==> src/hw/cpu_pkg.sv <==
package cpu_pkg;

    // instruction codes, codes 13 and 14 behave as NOP
    typedef enum logic [3:0] {
        OP_NOP  = 4'd0,
        OP_ADD  = 4'd1,
        OP_SUB  = 4'd2,
        OP_AND  = 4'd3,
        OP_OR   = 4'd4,
        OP_XOR  = 4'd5,
        OP_ADDI = 4'd6,
        OP_LDI  = 4'd7,
        OP_LDH  = 4'd8,
        OP_LD   = 4'd9,
        OP_ST   = 4'd10,
        OP_JRZ  = 4'd11,
        OP_CMP  = 4'd12,
        OP_HALT = 4'd15
    } opcode_e;

    // register-register form
    typedef struct packed {
        opcode_e     op;
        logic [2:0]  dst;
        logic [2:0]  src;
        logic [5:0]  unused;
    } rr_fmt_t;

    // immediate form, imm is signed
    typedef struct packed {
        opcode_e            op;
        logic [2:0]         dst;
        logic signed [8:0]  imm;
    } imm_fmt_t;

    // same sixteen bits, two views
    typedef union packed {
        rr_fmt_t   rr;
        imm_fmt_t  imm;
    } instr_t;

    typedef struct packed {
        logic s;
        logic z;
        logic c;
        logic v;
    } flags_t;

    typedef struct packed {
        opcode_e      op;
        logic [15:0]  a;
        logic [15:0]  b;
    } alu_req_t;

    typedef struct packed {
        logic         en;
        logic [2:0]   idx;
        logic [15:0]  data;
    } reg_wr_t;

    typedef struct packed {
        logic         rd;
        logic         wr;
        logic [23:0]  addr;
        logic [15:0]  wdata;
    } mem_req_t;

    // dump map: 0-15 register bytes, 16 flags, 17-19 pc bytes
    localparam logic [7:0] DUMP_FLAGS = 8'd16;

endpackage

==> src/hw/cpu_alu.sv <==
`timescale 1ns/1ps

module cpu_alu(
    input                       rst,
    input                       clk,
    input                       cen,
    input  cpu_pkg::alu_req_t   alu_req,
    input                       flag_we,
    output logic        [15:0]  result,
    output cpu_pkg::flags_t     flags
);
    import cpu_pkg::*;

    logic [16:0] wide;
    flags_t      flags_nx;

    always_comb begin
        wide       = {1'b0, alu_req.a};
        flags_nx   = flags;
        case (alu_req.op)
            OP_ADD: begin
                wide       = {1'b0, alu_req.a} + {1'b0, alu_req.b};
                flags_nx.c = wide[16];
                flags_nx.v = (alu_req.a[15] == alu_req.b[15]) &&
                             (wide[15] != alu_req.a[15]);
            end
            OP_SUB: begin
                // carry holds the borrow
                wide       = {1'b0, alu_req.a} - {1'b0, alu_req.b};
                flags_nx.c = wide[16];
                flags_nx.v = (alu_req.a[15] != alu_req.b[15]) &&
                             (wide[15] != alu_req.a[15]);
            end
            OP_AND, OP_OR, OP_XOR: begin
                if (alu_req.op == OP_AND) begin
                    wide[15:0] = alu_req.a & alu_req.b;
                end else if (alu_req.op == OP_OR) begin
                    wide[15:0] = alu_req.a | alu_req.b;
                end else begin
                    wide[15:0] = alu_req.a ^ alu_req.b;
                end
                flags_nx.c = 1'b0;
                flags_nx.v = 1'b0;
            end
            default: begin
                wide = {1'b0, alu_req.a};
            end
        endcase
        result     = wide[15:0];
        flags_nx.s = result[15];
        flags_nx.z = result == 16'd0;
    end

    always_ff @(posedge clk) begin
        if (rst) begin
            flags <= '0;
        end else if (cen && flag_we) begin
            flags <= flags_nx;
        end
    end

    assert property (@(posedge clk) disable iff (rst)
        flag_we |-> alu_req.op inside {OP_ADD, OP_SUB, OP_AND, OP_OR, OP_XOR})
        else $error("cpu_alu: flag write with op %0d", alu_req.op);

endmodule

==> src/hw/cpu_busctl.sv <==
`timescale 1ns/1ps

module cpu_busctl(
    input                       rst,
    input                       clk,
    input                       cen,
    input  cpu_pkg::mem_req_t   mem_req,
    // external memory
    output logic        [23:0]  addr,
    input               [15:0]  din,
    output logic        [15:0]  dout,
    output logic        [ 1:0]  we,
    // word read back to the core
    output logic        [15:0]  rdata
);

    assign addr = mem_req.addr;
    assign dout = mem_req.wdata;
    // aligned words only, so both lanes together
    assign we   = {2{mem_req.wr}};

    // memory answers combinationally, din is valid at this edge
    always_ff @(posedge clk) begin
        if (cen && mem_req.rd) begin
            rdata <= din;
        end
    end

    assert property (@(posedge clk) disable iff (rst)
        !(mem_req.rd && mem_req.wr))
        else $error("cpu_busctl: read and write requested together");

endmodule

==> src/hw/cpu_ctrl.sv <==
`timescale 1ns/1ps

module cpu_ctrl(
    input                       rst,
    input                       clk,
    input                       cen,
    // bus side
    output cpu_pkg::mem_req_t   mem_req,
    input               [15:0]  rdata,
    input               [23:0]  pc,
    // ALU
    output cpu_pkg::alu_req_t   alu_req,
    output logic                flag_we,
    input               [15:0]  alu_result,
    input  cpu_pkg::flags_t     flags,
    // register bank
    output logic        [ 2:0]  ra_idx,
    output logic        [ 2:0]  rb_idx,
    input               [15:0]  rd_a,
    input               [15:0]  rd_b,
    output cpu_pkg::reg_wr_t    reg_wr,
    // program counter
    output logic                pc_inc,
    output logic                pc_rel,
    output logic        [15:0]  rel_off,
    output logic                halted
);
    import cpu_pkg::*;

    typedef enum logic [3:0] {
        S_FETCH  = 4'b0001,
        S_EXEC   = 4'b0010,
        S_MEM    = 4'b0100,
        S_HALTED = 4'b1000
    } state_e;

    state_e      state, state_nx;
    instr_t      ir;
    opcode_e     op;
    logic [2:0]  dst;
    logic [15:0] imm_sx;
    logic        ld_pend;
    logic [2:0]  ld_dst;

    // instruction word stays in rdata from the end of FETCH to the end of MEM
    assign ir       = rdata;
    assign op       = ir.rr.op;
    // dst sits in the same bits in both forms
    assign dst      = ir.rr.dst;
    assign imm_sx   = {{7{ir.imm.imm[8]}}, ir.imm.imm};
    assign halted   = state == S_HALTED;

    always_comb begin
        state_nx   = state;
        mem_req    = '0;
        alu_req.op = OP_NOP;
        alu_req.a  = rd_a;
        alu_req.b  = rd_b;
        flag_we    = 1'b0;
        ra_idx     = dst;
        rb_idx     = ir.rr.src;
        reg_wr     = '0;
        pc_inc     = 1'b0;
        pc_rel     = 1'b0;
        rel_off    = imm_sx;
        case (state)
            S_FETCH: begin
                mem_req.rd   = 1'b1;
                mem_req.addr = pc;
                pc_inc       = cen;
                // load data from the previous instruction is written here
                reg_wr.en    = cen & ld_pend;
                reg_wr.idx   = ld_dst;
                reg_wr.data  = rdata;
                state_nx     = S_EXEC;
            end
            S_EXEC: begin
                state_nx = S_FETCH;
                case (op)
                    OP_ADD, OP_SUB, OP_AND, OP_OR, OP_XOR: begin
                        alu_req.op  = op;
                        flag_we     = cen;
                        reg_wr.en   = cen;
                        reg_wr.idx  = dst;
                        reg_wr.data = alu_result;
                    end
                    OP_CMP: begin
                        // subtract for the flags only
                        alu_req.op = OP_SUB;
                        flag_we    = cen;
                    end
                    OP_ADDI: begin
                        alu_req.op  = OP_ADD;
                        alu_req.b   = imm_sx;
                        flag_we     = cen;
                        reg_wr.en   = cen;
                        reg_wr.idx  = dst;
                        reg_wr.data = alu_result;
                    end
                    OP_LDI: begin
                        reg_wr.en   = cen;
                        reg_wr.idx  = dst;
                        reg_wr.data = imm_sx;
                    end
                    OP_LDH: begin
                        reg_wr.en   = cen;
                        reg_wr.idx  = dst;
                        reg_wr.data = {ir.imm.imm[7:0], rd_a[7:0]};
                    end
                    OP_JRZ: begin
                        pc_rel = cen & flags.z;
                    end
                    OP_LD, OP_ST: begin
                        state_nx = S_MEM;
                    end
                    OP_HALT: begin
                        state_nx = S_HALTED;
                    end
                    default: begin
                        state_nx = S_FETCH;
                    end
                endcase
            end
            S_MEM: begin
                // word address from src and store data from dst
                ra_idx        = ir.rr.src;
                rb_idx        = dst;
                mem_req.addr  = {7'd0, rd_a, 1'b0};
                mem_req.rd    = op == OP_LD;
                mem_req.wr    = op == OP_ST;
                mem_req.wdata = rd_b;
                state_nx      = S_FETCH;
            end
            default: begin
                state_nx = S_HALTED;
            end
        endcase
    end

    always_ff @(posedge clk) begin
        if (rst) begin
            state   <= S_FETCH;
            ld_pend <= 1'b0;
        end else if (cen) begin
            state <= state_nx;
            if (state == S_MEM) begin
                ld_pend <= op == OP_LD;
            end else if (state == S_FETCH) begin
                ld_pend <= 1'b0;
            end
        end
    end

    always_ff @(posedge clk) begin
        if (cen && state == S_MEM) begin
            ld_dst <= dst;
        end
    end

    assert property (@(posedge clk) disable iff (rst)
        state inside {S_FETCH, S_EXEC, S_MEM, S_HALTED})
        else $error("cpu_ctrl: illegal state %b", state);

endmodule

==> src/hw/cpu_pc.sv <==
`timescale 1ns/1ps

module cpu_pc #(
    parameter logic [23:0] PC_RSTVAL = 24'h000000
)(
    input                   rst,
    input                   clk,
    input                   cen,
    input                   pc_inc,
    input                   pc_rel,
    input           [15:0]  rel_off,
    output logic    [23:0]  pc
);

    logic [23:0] rel_sx;

    // offset counts words
    assign rel_sx = {{7{rel_off[15]}}, rel_off, 1'b0};

    always_ff @(posedge clk) begin
        if (rst) begin
            pc <= PC_RSTVAL;
        end else if (cen) begin
            if (pc_rel) begin
                pc <= pc + rel_sx;
            end else if (pc_inc) begin
                pc <= pc + 24'd2;
            end
        end
    end

    assert property (@(posedge clk) disable iff (rst) pc[0] == 1'b0)
        else $error("cpu_pc: odd pc %h", pc);

endmodule

==> src/hw/cpu_regs.sv <==
`timescale 1ns/1ps

module cpu_regs(
    input                       rst,
    input                       clk,
    input                       cen,
    input               [ 2:0]  ra_idx,
    input               [ 2:0]  rb_idx,
    output logic        [15:0]  rd_a,
    output logic        [15:0]  rd_b,
    input  cpu_pkg::reg_wr_t    reg_wr,
    // dump port
    input  cpu_pkg::flags_t     flags,
    input               [23:0]  pc,
    input               [ 7:0]  dmp_addr,
    output logic        [ 7:0]  dmp_dout
);
    import cpu_pkg::*;

    logic [15:0] rf [8];
    logic [15:0] dmp_word;

    always_ff @(posedge clk) begin
        if (rst) begin
            for (int i = 0; i < 8; i++) begin
                rf[i] <= 16'd0;
            end
        end else if (cen && reg_wr.en) begin
            rf[reg_wr.idx] <= reg_wr.data;
        end
    end

    // asynchronous reads
    assign rd_a = rf[ra_idx];
    assign rd_b = rf[rb_idx];

    assign dmp_word = rf[dmp_addr[3:1]];

    always_comb begin
        dmp_dout = 8'd0;
        if (dmp_addr < DUMP_FLAGS) begin
            // odd address picks the high byte
            dmp_dout = dmp_addr[0] ? dmp_word[15:8] : dmp_word[7:0];
        end else begin
            case (dmp_addr)
                DUMP_FLAGS:         dmp_dout = {4'd0, flags};
                DUMP_FLAGS + 8'd1:  dmp_dout = pc[7:0];
                DUMP_FLAGS + 8'd2:  dmp_dout = pc[15:8];
                DUMP_FLAGS + 8'd3:  dmp_dout = pc[23:16];
                default:            dmp_dout = 8'd0;
            endcase
        end
    end

endmodule

==> src/hw/cpu_top.sv <==
`timescale 1ns/1ps

module cpu_top #(
    parameter logic [23:0] PC_RSTVAL = 24'h000000
)(
    input                   rst,
    input                   clk,
    input                   cen,

    output logic    [23:0]  addr,
    input           [15:0]  din,
    output logic    [15:0]  dout,
    output logic    [ 1:0]  we,

    output logic            halted,
    // register dump
    input           [ 7:0]  dmp_addr,
    output logic    [ 7:0]  dmp_dout
);
    import cpu_pkg::*;

    mem_req_t    mem_req;
    alu_req_t    alu_req;
    reg_wr_t     reg_wr;
    flags_t      flags;
    logic [15:0] rdata, rd_a, rd_b, alu_result, rel_off;
    logic [ 2:0] ra_idx, rb_idx;
    logic [23:0] pc;
    logic        flag_we, pc_inc, pc_rel;

    cpu_ctrl u_ctrl(
        .rst        ( rst           ),
        .clk        ( clk           ),
        .cen        ( cen           ),
        .mem_req    ( mem_req       ),
        .rdata      ( rdata         ),
        .pc         ( pc            ),
        .alu_req    ( alu_req       ),
        .flag_we    ( flag_we       ),
        .alu_result ( alu_result    ),
        .flags      ( flags         ),
        .ra_idx     ( ra_idx        ),
        .rb_idx     ( rb_idx        ),
        .rd_a       ( rd_a          ),
        .rd_b       ( rd_b          ),
        .reg_wr     ( reg_wr        ),
        .pc_inc     ( pc_inc        ),
        .pc_rel     ( pc_rel        ),
        .rel_off    ( rel_off       ),
        .halted     ( halted        )
    );

    cpu_regs u_regs(
        .rst        ( rst           ),
        .clk        ( clk           ),
        .cen        ( cen           ),
        .ra_idx     ( ra_idx        ),
        .rb_idx     ( rb_idx        ),
        .rd_a       ( rd_a          ),
        .rd_b       ( rd_b          ),
        .reg_wr     ( reg_wr        ),
        .flags      ( flags         ),
        .pc         ( pc            ),
        .dmp_addr   ( dmp_addr      ),
        .dmp_dout   ( dmp_dout      )
    );

    cpu_alu u_alu(
        .rst        ( rst           ),
        .clk        ( clk           ),
        .cen        ( cen           ),
        .alu_req    ( alu_req       ),
        .flag_we    ( flag_we       ),
        .result     ( alu_result    ),
        .flags      ( flags         )
    );

    cpu_pc #(.PC_RSTVAL(PC_RSTVAL)) u_pc(
        .rst        ( rst           ),
        .clk        ( clk           ),
        .cen        ( cen           ),
        .pc_inc     ( pc_inc        ),
        .pc_rel     ( pc_rel        ),
        .rel_off    ( rel_off       ),
        .pc         ( pc            )
    );

    cpu_busctl u_busctl(
        .rst        ( rst           ),
        .clk        ( clk           ),
        .cen        ( cen           ),
        .mem_req    ( mem_req       ),
        .addr       ( addr          ),
        .din        ( din           ),
        .dout       ( dout          ),
        .we         ( we            ),
        .rdata      ( rdata         )
    );

endmodule

==> config.mk <==
export PLATFORM = sky130hd
export DESIGN_NAME = cpu_top
export DESIGN_NICKNAME = d
export VERILOG_FILES = /design/src/hw/cpu_pkg.sv /design/src/hw/cpu_alu.sv /design/src/hw/cpu_busctl.sv /design/src/hw/cpu_ctrl.sv /design/src/hw/cpu_pc.sv /design/src/hw/cpu_regs.sv /design/src/hw/cpu_top.sv
export SDC_FILE = /design/constraint.sdc
export NUM_CORES = 1
export LEC_CHECK = 0
export BUFFER_PORTS_ARGS = -buffer_cell sky130_fd_sc_hd__buf_2
export CAP_MARGIN = 20
export CORE_UTILIZATION = 35
export DETAILED_ROUTE_END_ITERATION = 10
export GPL_TIMING_DRIVEN = 0
export PLACE_DENSITY = 0.52
export SLEW_MARGIN = 40
export SYNTH_ARGS = -nofsm -noshare
export SYNTH_HDL_FRONTEND = slang
export SYNTH_SLANG_ARGS = --single-unit
==> constraint.sdc <==
create_clock -name clk -period 6.3 [get_ports clk]
set_clock_uncertainty 0.2 [all_clocks]
set_input_delay 0.315 -clock clk [delete_from_list [all_inputs] [get_ports clk]]
set_output_delay 0.315 -clock clk [all_outputs]
set_load 0.1 [all_outputs]
Yosys cells after proc, flatten, opt, wreduce, memory -nomap -nowiden:

Memories as Yosys holds them, arrays and structs flattened.
Index checks and enable logic that the tools add are counted.

* word-level logic and storage cells: 107
* bits in writable memories: 128
* register bits after elaboration: 52
* output and inout bits: 51
* memories: 1
* input port bits: 27
* memory bits (read-only): 0
* bits in latches: 0

* reductions and logical operators: 19
* multipliers: 0
* divide/modulo/power cells: 0
* magnitude comparators: 1
* eq/ne operators: 30
* multiplexer cells: 38
* bitwise gates (word level): 5
* add/sub/neg operators: 4
* shift-type cells: 0

Memories
* u_regs.rf: depth 8, bits a word 16, read ports 3, clocked after Yosys merged registers in 0, write ports 8, RTL line cpu_regs.sv:20 `logic [15:0] rf [8];`

Operators by type and width (count)
* $mux W16: 6
* $pmux W20 S3: 1
* $mux W24: 2
* $pmux W16 S3: 1
* $pmux W24 S2: 1
* $pmux W20 S2: 1
* $eq A8 B5 Y1 const B: 4
* $pmux W8 S4: 1
* $eq A4 B3 Y1 const B: 7
* $eq A4 B4 Y1 const B: 7
* $add A24 B2 Y24 const B: 1
* $add A24 B24 Y24: 1
* $pmux W4 S3: 2
* $eq A4 B2 Y1 const B: 5
* $add A16 B16 Y17: 1
* $sub A16 B16 Y17: 1
* $and A16 B16 Y16: 1
* $logic_not A16 Y1: 1
* $mux W8: 2
* $or A16 B16 Y16: 1
* $reduce_or A16 Y1: 1
* $xor A16 B16 Y16: 1
* $mux W1: 14
* $eq A4 B1 Y1 const B: 3
* other kinds (18): 31

Longest topological paths before layout:

Gate-level depths: netlist (run 1).
An unclocked memory read counts as a cell.

* depth in word-level cells: 17
* gate-level depth with buffers: 23

By module:

From an unflattened synthesis (run 1), not the netlist that was laid out.

* cells, all modules: 1475
* area total of the unflattened synthesis: 15855.2 um^2

Modules (own cells, without submodules)
* cpu_regs: area each 8369.3 um^2, times used 1, cells an instance 502
* cpu_alu: area each 2761.4 um^2, times used 1, cells an instance 401
* cpu_pc: area each 2103.3 um^2, times used 1, cells an instance 266
* cpu_ctrl: area each 1819.2 um^2, times used 1, cells an instance 247
* cpu_busctl: area each 802.0 um^2, times used 1, cells an instance 59

Least setup slack after synthesis (run 1):

No wires, ideal clock.

* path type: flip-flop to flip-flop
* start: reg u_ctrl.state[0]
* end: mem u_regs.rf[4][14] (data pin)
* path buffers: 4
* period minus slack after synthesis: 5.754 ns
* path slack: 0.546 ns
* data required time: 5.834 ns
* arrival time: 5.288 ns
* stages on the path, launching flop included: 24
* cells stage by stage: dfxtp_1 -> clkbuf_1 -> or4b_1 -> buf_2 -> clkbuf_1 -> mux2i_1 -> buf_2 -> mux4_2 -> mux2i_1 -> nand2_1 -> o21a_1 -> ha_1 -> inv_1 -> fa_1 -> nor2b_1 -> o31ai_1 -> a211oi_1 -> o31ai_1 -> o311ai_0 -> o22ai_1 -> a41oi_1 -> a221o_1 -> a22oi_4 -> nor2_1

RTL lines
* from (decl): RTL line cpu_ctrl.sv:37 `state_e state, state_nx;`
* from (signal assigned): RTL line cpu_ctrl.sv:145 `state <= state_nx;`
* to (decl): RTL line cpu_regs.sv:20

==> out/metrics.json, run 1 <==
{
  "core_area": {"value": 0.0402, "unit": "mm2"},
  "ios": {"value": 78},
  "layout_worst_path_cycle_share": {"value": 0.983},
  "tritoncts_num_sinks": {"value": 179},
  "num-nets-final": {"value": 1723},
  "timing.final.crit_period": {"value": 6190, "unit": "ps"},
  "initial_utilization": {"value": 0.359},
  "max_freq": {"value": 161, "unit": "MHz"},
  "r2r.worst_path.cells": {"value": 25},
  "post_synth_num_cell_types": {"value": 89},
  "synth_top_area_cell": {"value": "sky130_fd_sc_hd__edfxtp_1"},
  "number_of_global_route_vias_before_repair": {"value": 12690},
  "slew_headroom": {"value": 0.406},
  "synth_compound_gate_area_share": {"value": 0.186},
  "timing.reg2reg.setup_slack": {"value": 110, "unit": "ps"},
  "avgViaCountPerCell": {"value": 6.11},
  "arrival": {"value": 6190, "unit": "ps"},
  "yosysWarningCount": {"value": 0},
  "dpl_cell_area": {"value": 0.0155, "unit": "mm2"},
  "combinational_family_with_the_most_area_after_synthesis": {"value": "compound AO/OA/AOI/OAI gates"},
  "wire_per_inst": {"value": 25.8, "unit": "um"},
  "initial_antenna_violation_count": {"value": 1},
  "global_route.overflow_total": {"value": 0},
  "async_flop_share": {"value": 0},
  "detail_route.iter0.violations": {"value": 1524},
  "numPlacedInstances": {"value": 2085},
  "ant_diodes": {"value": 0},
  "critPathLaunchType": {"value": "flop"},
  "detail-route-antenna-nets": {"value": 0},
  "drv_slew": {"value": 0},
  "crit_path_end_kind": {"value": "flop"},
  "cts.clk_slew.worst_paths": {"value": 80, "unit": "ps"},
  "yosys.cell_count.top_type": {"value": "sky130_fd_sc_hd__nor2_1"},
  "instances_no_fill": {"value": 2154},
  "clk-insertion-delay-late": {"value": 470, "unit": "ps"},
  "power.leakage": {"value": 6.38, "unit": "nW"},
  "worst_r2r_startpoint": {"value": "u_ctrl.state[3]$_SDFFE_PP0P_"},
  "die_w": {"value": 205, "unit": "um"},
  "synth-adder-area-share": {"value": 0.0693},
  "power.density_cell_area": {"value": 210, "unit": "mW/mm2"},
  "launching_instance_or_port_of_the_critical_path": {"value": "u_ctrl.state[3]$_SDFFE_PP0P_"},
  "synth_xor_xnor_area_share": {"value": 0.0134},
  "syn_avg_cell_area": {"value": 9.72, "unit": "um2"},
  "yosysSeqAreaShare": {"value": 0.351},
  "post-dp-hpwl": {"value": 42.4, "unit": "mm"},
  "total_power": {"value": 3.59, "unit": "mW"},
  "layout-area-overhead-vs-synth": {"value": 18.4, "unit": "%"},
  "post_synth_and_or_nand_nor_area_fraction": {"value": 0.158},
  "drt-total-wl": {"value": 55.6, "unit": "mm"},
  "setup_violations": {"value": 0},
  "cts.htree.levels": {"value": 4},
  "post-synth-top-area-fraction": {"value": 0.306},
  "die_area": {"value": 0.0420, "unit": "mm2"},
  "max-cap-violations": {"value": 0},
  "power.ir.vdd_worst": {"value": 0.143, "unit": "mV"},
  "yosys-top-cells-area": {"value": "sky130_fd_sc_hd__edfxtp_1, sky130_fd_sc_hd__mux4_2, sky130_fd_sc_hd__ha_1"},
  "endpoint_required_time_on_the_critical_path": {"value": 6290, "unit": "ps"},
  "drive_gt1_frac": {"value": 0.212},
  "grt_usage": {"value": 0.266},
  "gp_congestion": {"value": 0.968},
  "wire_length_of_the_first_global_routing_pass": {"value": 82.1, "unit": "mm"},
  "classification_of_the_worst_setup_path": {"value": "reg2reg"},
  "tritoncts": {"value": "built"},
  "run_status": {"value": "complete, but fails checks"},
  "critPathCapture": {"value": "u_regs.rf[6][14]$_SDFFCE_PN0P_"},
  "crit-reg2reg-capture": {"value": "u_regs.rf[6][14]$_SDFFCE_PN0P_"},
  "clockBufferDepth": {"value": 2},
  "slew_at_the_pin_closest_to_its_max_slew_limit": {"value": 866, "unit": "ps"},
  "placement_rows": {"value": 73},
  "mappedNetlistNets": {"value": 1588},
  "detail_route.first_pass.iterations": {"value": 11},
  "timing.hold.worst.class": {"value": "in2reg"},
  "violations_in_the_final_reports": {"value": "DRC"},
  "grt_max_degree": {"value": 17},
  "synth_cells": {"value": 1483},
  "combined_area_of_all_synthesized_cells": {"value": 0.0144, "unit": "mm2"},
  "floorplan.die.height": {"value": 205, "unit": "um"},
  "clock-root-buffer": {"value": "sky130_fd_sc_hd__clkbuf_16"},
  "synth_seq_cells": {"value": 179},
  "drc_errors": {"value": 1},
  "worstPathMaxFanout": {"value": 10},
  "postLayoutCellArea": {"value": 0.0171, "unit": "mm2"},
  "yosys-mux-area-fraction": {"value": 0.177},
  "cts_inserted_buffers": {"value": 17},
  "pre_cts_slack": {"value": -1640, "unit": "ps"},
  "synth_common_cells": {"value": "sky130_fd_sc_hd__nor2_1, sky130_fd_sc_hd__edfxtp_1, sky130_fd_sc_hd__a21oi_1, sky130_fd_sc_hd__nand2_1, sky130_fd_sc_hd__clkbuf_1"},
  "finalHoldViolCount": {"value": 0},
  "post_synth_top_flop": {"value": "sky130_fd_sc_hd__edfxtp_1"},
  "synth-edff-count": {"value": 147},
  "postLayoutSetupSlackWorst": {"value": 105, "unit": "ps"},
  "detailroute.via_count": {"value": 13162},
  "port_buffer_count": {"value": 74}
}
[worst max-delay path: stages, from the launching register on]
cell,delay (ps)
sky130_fd_sc_hd__dfxtp_1,290
sky130_fd_sc_hd__buf_2,180
sky130_fd_sc_hd__or4b_1,580
sky130_fd_sc_hd__buf_2,190
sky130_fd_sc_hd__clkbuf_4,210
sky130_fd_sc_hd__mux2i_4,210
sky130_fd_sc_hd__buf_12,160
sky130_fd_sc_hd__buf_12,130
sky130_fd_sc_hd__mux4_2,570
sky130_fd_sc_hd__mux2i_4,200
sky130_fd_sc_hd__nand2_1,100
sky130_fd_sc_hd__o21a_2,190
sky130_fd_sc_hd__ha_2,220
sky130_fd_sc_hd__inv_1,90
sky130_fd_sc_hd__fa_2,230
sky130_fd_sc_hd__nand2b_1,120
sky130_fd_sc_hd__a221oi_4,330
sky130_fd_sc_hd__o211ai_1,250
sky130_fd_sc_hd__a31o_2,340
sky130_fd_sc_hd__nor4b_1,160
sky130_fd_sc_hd__o22ai_1,180
sky130_fd_sc_hd__a41oi_2,80
sky130_fd_sc_hd__a221o_1,360
sky130_fd_sc_hd__a22oi_4,160
sky130_fd_sc_hd__buf_12,150
sky130_fd_sc_hd__nor2_1,40
[routing by layer]
metal  global-route usage  up-vias  part of all wire
met5                    0        -                 0
met3               0.0402      112             0.075
met1                0.359     6530              0.42
met4                0.116        0             0.044
li1                     -     5843                 -
met2                0.421      677              0.46
[kinds of logic after synthesis]
family | count (synthesis)
buffers and inverters | 166
DFF | 179
other | 1
xor gates and xnor gates | 22
adders and majority gates | 78
and+or+nand+nor | 482
AOI/OAI and AO/OA | 395
muxes | 160
[registers in the layout (all words and copies together), names as in the netlist]
signal / flops
u_ctrl.ld_dst: 3
u_ctrl.ld_pend: 1
u_alu.flags: 4
u_ctrl.state: 4
u_busctl.rdata: 16
u_regs.rf: 128
u_pc.pc: 23
[cell usage in the layout (no fill, tap or decap), drive strengths merged, types with 32 or more instances in the layout]
cell type and n:
nor2 202, mux2i 74, clkbuf 93, mux4 73
nor2b 35, o21ai 73, ha 75, inv 66
nand2 108, dfxtp 32, buf 128, a21oi 114
edfxtp 147
[stage by stage]
stage               TNS, ps  hold WS, ps   util
global placement    -157800          294  0.384
CTS                       0         47.1  0.416
detailed placement  -155540          293  0.386
finish                    0         66.4  0.425
floorplan                 0          214      -
global route           -518         65.1  0.425
[layout make-up]
cell class,count,area (um2)
buffer,98,474
clock buffer,19,433
clock inverter,11,129
fill,3980,23100
inverter,64,240
multi-input combinational,1138,9210
sequential,179,5050
tap,525,657
timing repair buffer,120,866
[report_power, final]
group	internal [mW]	leakage, nW	switching, mW
clock network	0.583	0.270	0.502
registers	1.32	1.76	0.0514
logic	0.424	4.35	0.706
[what timing repair did]
item,4_1_cts,5_1_grt
gates resized for setup,69,43
endpoints found under the setup margin,124,98
setup buffers,12,12
hold buffers,16,0
hold endpoints to repair,16,0
pin swaps,12,10
gates cloned,0,1
[worst min-delay path by stage]
| stage | from | end | cells after the start |
|---|---|---|---|
| detailed placement | din[7] | u_busctl.rdata[7]$_DFFE_PP_ | 1 |
| global route | rst | u_alu.flags[2]$_SDFFE_PP0P_ | 3 |
| CTS | rst | u_alu.flags[2]$_SDFFE_PP0P_ | 3 |
| floorplan | din[0] | u_busctl.rdata[0]$_DFFE_PP_ | 0 |
| finish | rst | u_alu.flags[2]$_SDFFE_PP0P_ | 3 |
| global placement | din[8] | u_busctl.rdata[8]$_DFFE_PP_ | 1 |
Power figures use the tool's default switching activity.
==> run 2: changes to the inputs <==
Settings changed: CTS_BUF_LIST from default to sky130_fd_sc_hd__clkbuf_4 sky130_fd_sc_hd__clkbuf_8.
==> run 2 against run 1 <==
Compared with the run above:
- the run now ends clean
- register-to-register slack barely moved
- sequential share of layout area rose by 0.47 points
- non-clock buffer count fell by 6
- core utilization fell by 0.66 points
- combinational power barely moved
- first-iteration DRC count fell by 4.0%
- largest cell class unchanged
==> out/metrics.json, run 2 (synthesized netlist as in run 1, its figures left out) <==
{
  "initial_antenna_violation_count": {"value": 2},
  "power.leakage": {"value": 6.26, "unit": "nW"},
  "detailroute.via_count": {"value": 13128},
  "wire_per_inst": {"value": 25.7, "unit": "um"},
  "power.ir.vdd_worst": {"value": 0.108, "unit": "mV"},
  "holdWs": {"value": 53.3, "unit": "ps"},
  "timing.hold.worst.class": {"value": "in2reg"},
  "finalHoldViolCount": {"value": 0},
  "grt_max_degree": {"value": 20},
  "gr-usage-met2": {"value": 0.421},
  "met1_capacity_usage_during_global_routing": {"value": 0.356},
  "cts_inserted_buffers": {"value": 17},
  "endpoint_required_time_on_the_critical_path": {"value": 6360, "unit": "ps"},
  "drt-total-wl": {"value": 55.3, "unit": "mm"},
  "total_power": {"value": 3.32, "unit": "mW"},
  "max_freq": {"value": 162, "unit": "MHz"},
  "global_route.overflow_total": {"value": 0},
  "tritoncts": {"value": "built"},
  "number_of_global_route_vias_before_repair": {"value": 12713},
  "largest_register_ff_count": {"value": 128},
  "drc_errors": {"value": 0},
  "floorplan.die.height": {"value": 205, "unit": "um"},
  "layout-area-overhead-vs-synth": {"value": 16.6, "unit": "%"},
  "run_status": {"value": "finished, final reports clean"},
  "most-common-layout-cells": {"value": "sky130_fd_sc_hd__nor2_1, sky130_fd_sc_hd__edfxtp_1, sky130_fd_sc_hd__nand2_1, sky130_fd_sc_hd__a21oi_1, sky130_fd_sc_hd__buf_2"},
  "detail_route.iter0.violations": {"value": 1463},
  "arrival": {"value": 6250, "unit": "ps"},
  "drive_gt1_frac": {"value": 0.208},
  "worstPathMaxFanout": {"value": 10},
  "fin_tns_setup": {"value": 0, "unit": "ps"},
  "ant_diodes": {"value": 0},
  "layout_worst_path_cycle_share": {"value": 0.982},
  "die_w": {"value": 205, "unit": "um"},
  "top_register": {"value": "u_regs.rf"},
  "cpPeakStageDelay": {"value": 580, "unit": "ps"},
  "die_area": {"value": 0.0420, "unit": "mm2"},
  "placement_rows": {"value": 73},
  "wire_length_of_the_first_global_routing_pass": {"value": 81.7, "unit": "mm"},
  "classification_of_the_worst_setup_path": {"value": "reg2reg"},
  "grt_util_met3": {"value": 0.0441},
  "slew_at_the_pin_closest_to_its_max_slew_limit": {"value": 899, "unit": "ps"},
  "slew_headroom": {"value": 0.383},
  "setup_violations": {"value": 0},
  "biggestRegsByFlops": {"value": "u_regs.rf: 128 flops, u_pc.pc: 23 flops, u_busctl.rdata: 16 flops"},
  "crit_path_end_kind": {"value": "flop"},
  "grt_usage": {"value": 0.265},
  "tritoncts_num_sinks": {"value": 179},
  "cts.htree.levels": {"value": 4},
  "dpl_cell_area": {"value": 0.0155, "unit": "mm2"},
  "detail-route-antenna-nets": {"value": 0},
  "numPlacedInstances": {"value": 2085},
  "cts.clk_slew.worst_paths": {"value": 90, "unit": "ps"},
  "postLayoutCellArea": {"value": 0.0168, "unit": "mm2"},
  "port_buffer_count": {"value": 74},
  "nFillCells": {"value": 4013},
  "mostFrequentLayoutCell": {"value": "sky130_fd_sc_hd__nor2_1"},
  "avgViaCountPerCell": {"value": 6.11},
  "clock-root-buffer": {"value": "sky130_fd_sc_hd__clkbuf_8"},
  "gp_congestion": {"value": 0.968},
  "power.density_cell_area": {"value": 198, "unit": "mW/mm2"},
  "cpMostUsedCell": {"value": "sky130_fd_sc_hd__buf_12"},
  "ios": {"value": 78},
  "max-cap-violations": {"value": 0},
  "crit_path_cell_trace": {"value": "buf_2 > or4b_1 > buf_2 > buf_4 > mux2i_4 > buf_12 > buf_12 > mux4_2 > mux2i_2 > nand2_1 > o21a_1 > ha_1 > or2_2 > a211o_1 > a2bb2oi_1 > a22oi_2 > nand4_1 > o41ai_1 > o32ai_2 > o21ai_0 > a22oi_2 > buf_12 > nor2_1"},
  "clk-insertion-delay-late": {"value": 540, "unit": "ps"},
  "post-dp-hpwl": {"value": 42.4, "unit": "mm"},
  "core_area": {"value": 0.0402, "unit": "mm2"},
  "detail_route.first_pass.iterations": {"value": 8},
  "slowest_stage": {"value": "sky130_fd_sc_hd__or4b_1"},
  "num-nets-final": {"value": 1717},
  "gr-max-usage-layer": {"value": "met2"},
  "instances_no_fill": {"value": 2148},
  "clockBufferDepth": {"value": 2},
  "critPathLaunchType": {"value": "flop"},
  "drv_slew": {"value": 0},
  "initial_utilization": {"value": 0.359},
  "timing.final.crit_period": {"value": 6190, "unit": "ps"}
}
[run 2: cell types whose count changed in the layout (fill, tap and decap cells not counted), sizes merged]
cell | previous run | this run
buf | 128 | 119
clkbuf | 93 | 95
dlygate4sd3 | 16 | 17
[run 2: critical path: cells and delay by family, from the launching register on]
kind            cells  cell delay [ps]
compound gates      8             1810
fa+ha+maj           1              390
buf+inv             6             1020
flops               1              300
mux                 3             1040
simple gates        5             1170
[run 2: final timing paths]
check | endpoint | cells after the start | from | slack, ps
min reg2reg | u_alu.flags[3]$_SDFFE_PP0P_ | 2 | u_alu.flags[3]$_SDFFE_PP0P_ | 320
max reg2reg | u_regs.rf[0][13]$_SDFFCE_PN0P_ | 23 | u_ctrl.state[3]$_SDFFE_PP0P_ | 110
min | u_ctrl.state[2]$_SDFFE_PP0P_ | 3 | cen | 50
max | u_regs.rf[0][13]$_SDFFCE_PN0P_ | 23 | u_ctrl.state[3]$_SDFFE_PP0P_ | 110
[run 2: metrics by stage]
step / setup WS [ps] / util
floorplan: 546 / -
global placement: -1590 / 0.384
detailed placement: -1640 / 0.386
CTS: 11.5 / 0.412
global route: -37.9 / 0.418
finish: 114 / 0.418
[run 2: area by class of cell]
type | count | area [um2] | area share
Sequential cell | 179 | 5050 | 0.301
Inverter | 64 | 240 | 0.0143
Multi-Input combinational cell | 1138 | 9190 | 0.547
Timing Repair Buffer | 115 | 818 | 0.0487
Clock inverter | 11 | 129 | 0.00767
Tap cell | 525 | 657 | 0.0391
Buffer | 97 | 468 | 0.0279
Clock buffer | 19 | 249 | 0.0148
[run 2: what timing repair did]
| item | 4_1_cts | 5_1_grt |
|---|---|---|
| endpoints found under the hold margin | 18 | 0 |
| setup endpoints to repair | 124 | 105 |
| hold buffers | 17 | 0 |
| buffers inserted | 13 | 6 |
| resized for setup | 70 | 42 |
| pin swaps | 12 | 8 |
| gates cloned | 0 | 1 |
[run 2: per-layer routing]
metal / share of wire / up-vias / wire [um]
li1: - / 5821 / -
met1: 0.42 / 6533 / 23500
met2: 0.46 / 657 / 25300
met3: 0.076 / 117 / 4180
met4: 0.042 / 0 / 2330
met5: 0 / - / 0
[run 2: report_power, final]
part | total (mW) | internal (mW) | switching (mW)
Combinational | 1.11 | 0.413 | 0.700
Clock | 0.838 | 0.359 | 0.478
Sequential | 1.37 | 1.32 | 0.0511
